## src/hw/icache_pkg.sv

```systemverilog
// shared address geometry for the direct-mapped instruction cache
// every cache module imports this package to size its ports and to
// split a byte address into tag, set, word and byte fields
// a line holds four 32-bit words and the cache has 64 sets

package icache_pkg;

	// byte address width seen by the requester and the memory
	localparam int addr_width = 32;

	// width of one instruction word
	localparam int data_width = 32;

	// low address bits that select a byte inside a word
	localparam int byte_ofs_width = 2;

	// word index inside a line, four words per line
	localparam int word_idx_width = 2;
	localparam int words_per_line = 1 << word_idx_width;

	// set index, 64 sets in total
	localparam int set_idx_width = 6;

	// whatever is left above the set index is kept as the tag
	localparam int tag_width = addr_width - set_idx_width - word_idx_width - byte_ofs_width;

	// one address word, seen either as a plain vector or split into its fields
	typedef union packed {
		logic [addr_width-1:0] raw;
		struct packed {
			logic [tag_width-1:0]      tag;
			logic [set_idx_width-1:0]  set_idx;
			logic [word_idx_width-1:0] word_idx;
			logic [byte_ofs_width-1:0] byte_ofs;
		} fields;
	} cache_addr_t;

endpackage

```

## src/hw/icache_fill_ctrl.sv

```systemverilog
// line fill control for the instruction cache
// a miss pulse latches the address, raises busy and sends a line read
// to memory; the four returned words are written into the data array,
// the missed word is kept, and after the last word the tag is written
// and the kept word is returned as the response
`timescale 1ns/1ps

module icache_fill_ctrl
	import icache_pkg::*;
(
	input  logic                                   clk,
	input  logic                                   rst_n,
	input  logic                                   miss,
	input  cache_addr_t                            miss_addr,
	input  logic                                   mem_data_valid,
	input  logic [data_width-1:0]                  mem_data,
	output logic                                   busy,
	output logic                                   mem_rd,
	output logic [addr_width-1:0]                  mem_addr,
	output logic                                   data_wr,
	output logic [set_idx_width+word_idx_width-1:0] data_wr_addr,
	output logic [data_width-1:0]                  data_wr_data,
	output logic                                   tag_wr,
	output logic [set_idx_width-1:0]               tag_wr_set,
	output logic [tag_width-1:0]                   tag_wr_tag,
	output logic                                   fill_resp_valid,
	output logic [data_width-1:0]                  fill_resp_data
);

	localparam logic state_idle = 1'b0;
	localparam logic state_fill = 1'b1;
	localparam logic [word_idx_width-1:0] last_word_l = word_idx_width'(words_per_line - 1);

	logic                      state_q;
	cache_addr_t               fill_addr_q;
	logic [word_idx_width-1:0] word_cnt_q;

	// a word is taken only while a fill is running
	logic        word_in;
	logic        last_in;
	cache_addr_t line_addr;

	// write side and response registers
	logic                                    data_wr_q;
	logic [set_idx_width+word_idx_width-1:0] data_wr_addr_q;
	logic [data_width-1:0]                   data_wr_data_q;
	logic                                    tag_wr_q;
	logic                                    resp_valid_q;
	logic [data_width-1:0]                   resp_data_q;

	assign word_in = (state_q == state_fill) && mem_data_valid;
	assign last_in = word_in && (word_cnt_q == last_word_l);

	// the memory is always asked for a whole line, so word and byte bits are cleared
	always_comb
	begin
		line_addr = miss_addr;
		line_addr.fields.word_idx = '0;
		line_addr.fields.byte_ofs = '0;
	end

	// a miss can only come up while idle, because requests stop while busy
	assign mem_rd   = miss;
	assign mem_addr = line_addr.raw;
	assign busy     = miss || (state_q == state_fill);

	always_ff @(posedge clk or negedge rst_n)
	begin
		if (!rst_n)
		begin
			state_q    <= state_idle;
			word_cnt_q <= '0;
		end
		else if (state_q == state_idle)
		begin
			if (miss)
			begin
				state_q    <= state_fill;
				word_cnt_q <= '0;
			end
		end
		else if (mem_data_valid)
		begin
			// words come back in order, so the counter is also the word index
			word_cnt_q <= word_cnt_q + 1'b1;
			if (word_cnt_q == last_word_l)
			begin
				state_q <= state_idle;
			end
		end
	end

	always_ff @(posedge clk)
	begin
		if ((state_q == state_idle) && miss)
		begin
			fill_addr_q <= miss_addr;
		end
	end

	// strobes for the arrays and the response, all one cycle behind the word
	always_ff @(posedge clk or negedge rst_n)
	begin
		if (!rst_n)
		begin
			data_wr_q    <= 1'b0;
			tag_wr_q     <= 1'b0;
			resp_valid_q <= 1'b0;
		end
		else
		begin
			data_wr_q    <= word_in;
			tag_wr_q     <= last_in;
			resp_valid_q <= last_in;
		end
	end

	always_ff @(posedge clk)
	begin
		if (word_in)
		begin
			data_wr_addr_q <= {fill_addr_q.fields.set_idx, word_cnt_q};
			data_wr_data_q <= mem_data;
		end
		// keep the word that the missed request asked for
		if (word_in && (word_cnt_q == fill_addr_q.fields.word_idx))
		begin
			resp_data_q <= mem_data;
		end
	end

	assign data_wr         = data_wr_q;
	assign data_wr_addr    = data_wr_addr_q;
	assign data_wr_data    = data_wr_data_q;
	// the fill address holds still until the next miss, well after the tag write
	assign tag_wr          = tag_wr_q;
	assign tag_wr_set      = fill_addr_q.fields.set_idx;
	assign tag_wr_tag      = fill_addr_q.fields.tag;
	assign fill_resp_valid = resp_valid_q;
	assign fill_resp_data  = resp_data_q;

endmodule

```

## config.mk

```make
export PLATFORM = sky130hd
export DESIGN_NAME = icache_fill_ctrl
export DESIGN_NICKNAME = d
export VERILOG_FILES = /design/src/hw/icache_pkg.sv /design/src/hw/icache_fill_ctrl.sv
export SDC_FILE = /design/constraint.sdc
export NUM_CORES = 1
export LEC_CHECK = 0
export ABC_CLOCK_PERIOD_IN_PS = 6700
export BUFFER_PORTS_ARGS = -buffer_cell sky130_fd_sc_hd__buf_4
export CAP_MARGIN = 20
export CORE_MARGIN = 3
export CORE_UTILIZATION = 49
export CTS_BUF_LIST = sky130_fd_sc_hd__clkbuf_2 sky130_fd_sc_hd__clkbuf_4 sky130_fd_sc_hd__clkbuf_8
export CTS_CLUSTER_DIAMETER = 80
export CTS_CLUSTER_SIZE = 30
export DETAILED_ROUTE_END_ITERATION = 10
export GPL_TIMING_DRIVEN = 0
export PLACE_DENSITY_LB_ADDON = 0.08
export SYNTH_ARGS = -nofsm -noshare
export SYNTH_HDL_FRONTEND = slang
export SYNTH_SLANG_ARGS = --single-unit
```

## constraint.sdc

```tcl
create_clock -name clk -period 6.7 [get_ports clk]
set_input_delay 0.335 -clock clk [delete_from_list [all_inputs] [get_ports clk]]
set_output_delay 0.335 -clock clk [all_outputs]
set_load 0.05 [all_outputs]
```

==> flow_metrics.env <==
export IMPL_syn_avg_cell_area_um2=20.5
export IMPL_ctsHtreeMaxLevel=3
export IMPL_antenna_found_initial=0
export IMPL_globalplace_congestion=0.710
export IMPL_cp_data_arrival_time_ns=2.01
export IMPL_synth_xor_area_frac=0.00694
export IMPL_worstMarginPinSlew_ns=0.661
export IMPL_antenna_cells=0
export IMPL_cp_max_fo=42
export IMPL_cp_slowest_cell="and2_4"
export IMPL_maxCapViolCount=0
export IMPL_setup_ws_ns=4.75
export IMPL_clock_skew_ns=0.0115
export IMPL_max_stage_delay_ns=0.54
export IMPL_clock_root_buffer="clkbuf_8"
export IMPL_drtIter0Drc=75
export IMPL_min_path_type="in -> reg"
export IMPL_yosysMostFrequentCell="edfxtp_1"
export IMPL_drt_antenna_violating_nets=0
export IMPL_drc_errors=0
export IMPL_die_height_um=93.9
export IMPL_powerDensity_nw_per_um2=358
export IMPL_synth_area_top_cells="edfxtp_1 (81%), buf_4 (12%), dfrtp_1 (3.3%)"
export IMPL_clk_pin_slew_ns=0.10
export IMPL_rsz0062_at_grt="no"
export IMPL_place_ws_ns=4.72
export IMPL_worstPathRequired_ns=6.77
export IMPL_dpl_cell_area_um2=5440
export IMPL_pin_count=205
export IMPL_synthMuxAreaShare=0.00528
export IMPL_overflow=0
export IMPL_synth_cell_types=17
export IMPL_syn_area_um2=3790
export IMPL_dp_hpwl_mm=5.72
export IMPL_ys_flop_type="edfxtp_1"
export IMPL_start_util=0.514
export IMPL_nFillCells=502
export IMPL_ys_warnings_count=0
export IMPL_vias=2197
export IMPL_cts_made_buffers=9
export IMPL_synthAdderAreaFrac=0.00330
export IMPL_crit_cells=4
export IMPL_synth_compound_area_share=0.00198
export IMPL_path_cells="and2_4 > and3_1 > buf_8 > buf_8"
export IMPL_final_area_um2=5630
export IMPL_yosysTopAreaCell="edfxtp_1"
export IMPL_drt_vias_per_instance=4.36
export IMPL_outcome="finished, final reports clean"
export IMPL_crit_top_cell="buf_8"
export IMPL_die_area_um2=8820
export IMPL_portBuffers=198
export IMPL_cts_path_max_buffers=2
export IMPL_synth_top_family_by_area="buffers and inverters"
export IMPL_async_reset_ff_frac=0.0467
export IMPL_design_core_area_um2=7370
export IMPL_yosys_top_cells_count="edfxtp_1 (102), buf_4 (62), dfrtp_1 (5)"
export IMPL_synth_top_area_frac=0.808
export IMPL_layout_drive_gt1_share=0.696
export IMPL_regToRegStartpoint="state_q"
export IMPL_worstSkewPairLatency_ns=0.35
export IMPL_power_uw=2010
export IMPL_r2r_end="fill_resp_data[24]"
export IMPL_worst_setup_path_type="reg -> reg"
export IMPL_track_usage=0.166
export IMPL_area_growth_syn_to_layout_pct=48.6
export IMPL_crit_path_start_kind="flop"
export IMPL_ir_worst_vdd_mv=0.167
export IMPL_synth_edf_count=102
export IMPL_synthSimpleGateAreaFrac=0.0172
export IMPL_cts_sinks=107
export IMPL_relSlewSlack=0.560
export IMPL_ys_seq_area_frac=0.841
export IMPL_p_leak_uw=0.00246
export IMPL_fmax_ghz=0.513
export IMPL_grt_max_degree=43
export IMPL_crit_end="fill_resp_data[24]"
export IMPL_final_hold_violation_count=0
export IMPL_wl_mm=7.42
export IMPL_nets=469
export IMPL_ys_seq_elements=107
export IMPL_reg2regPathDepth=4
export IMPL_crit_buf_inv=2
export IMPL_grt_pass1_vias=2173
export IMPL_slew_violations=0
export IMPL_worstSetupEndpointType="flop"
export IMPL_final_setup_viol_count=0
export IMPL_rows=31
export IMPL_critPathTopFamily="simple AND/OR/NAND/NOR gates"
export IMPL_drtPass1Iterations=4
export IMPL_period_needed_ns=1.95
export IMPL_period_share=0.291
export IMPL_syn_inst=185
export IMPL_rrSetupSlack_ns=4.75
export IMPL_timing_setup_tns_ns=0
export IMPL_die_w_um=93.9
export IMPL_wl_per_cell_um=14.7
export IMPL_cts_tree="built"
export IMPL_grt_pass1_wl_mm=10.7
export IMPL_crit_start="state_q"
export IMPL_post_cts_resized=0
-- layout make-up --
cell class / count / area, um^2 / share of cell area
sequential: 107 / 3190 / 0.566
buffer: 62 / 465 / 0.0827
tap: 99 / 124 / 0.0220
clock buffer: 10 / 131 / 0.0233
multi-input combinational: 19 / 146 / 0.0260
timing repair buffer: 201 / 1530 / 0.271
clock inverter: 6 / 48.8 / 0.00867
-- sequential cells by signal, indices dropped and copies added (netlist names) --
register         flops
data_wr_data        32
state_q              1
word_cnt_q           2
fill_addr_q         30
data_wr_addr         8
fill_resp_valid      1
fill_resp_data      32
data_wr              1
-- stage by stage --
stage | utilization | hold slack [ns] | cells
floorplan | - | 0.0394 | 188
global placement | 0.734 | 0.140 | 485
detailed placement | 0.738 | 0.142 | 487
CTS | 0.764 | 0.133 | 504
global route | 0.764 | 0.122 | 504
finish | 0.764 | 0.154 | 504
-- how the worst min path moves through the flow --
stage	end	slack (ns)	start	cells after the start
final	fill_addr_q[3]	0.15	miss_addr[3]	1
after global routing	fill_addr_q[3]	0.12	miss_addr[3]	1
after CTS	fill_addr_q[3]	0.13	miss_addr[3]	1
after detailed placement	data_wr	0.14	rst_n	1
after global placement	data_wr	0.14	rst_n	1
after floorplan	data_wr	0.04	rst_n	0
-- metal layers --
layer,vias up,share of wire,global-route usage
met4,0,0.013,0.0818
li1,1034,-,-
met2,135,0.54,0.295
met5,-,0,0
met1,1022,0.32,0.172
met3,6,0.12,0.0609
-- report_power, final --
part           switching, uW  internal, uW  total [uW]
Sequential              40.7           878         919
Clock                    211           143         354
Combinational            516           225         741
-- cell usage in the layout, fill, tap and decap left out --
cell,n
buf_4,260
edfxtp_1,102
clkbuf_8,9
dfrtp_1,5
conb_1,4
xnor2_1,2
mux2i_1,2
clkinvlp_4,2
buf_8,2
and2_4,1
and3_2,1
and3_1,1
or2_1,1
nor2b_4,1
xor2_1,1
nor3b_1,1
a21o_1,1
nand2b_1,1
and2b_2,1
ha_1,1
clkinv_4,1
inv_8,1
inv_6,1
clkinv_2,1
clkbuf_4,1
dlygate4sd3_1,1
-- what timing repair did --
action                    in CTS  in global routing
buffers inserted               0                  0
hold buffers                   1                  0
hold endpoints to repair       5                  0
-- logic make-up after synthesis --
kind of cell               count (synthesis)
AOI/OAI and AO/OA                          1
xor gates and xnor gates                   3
adders and majority gates                  1
buffers and inverters                     62
DFF                                      107
muxes                                      2
other                                      1
and+or+nand+nor                            8
No activity file was read; power rests on OpenSTA's default activity.
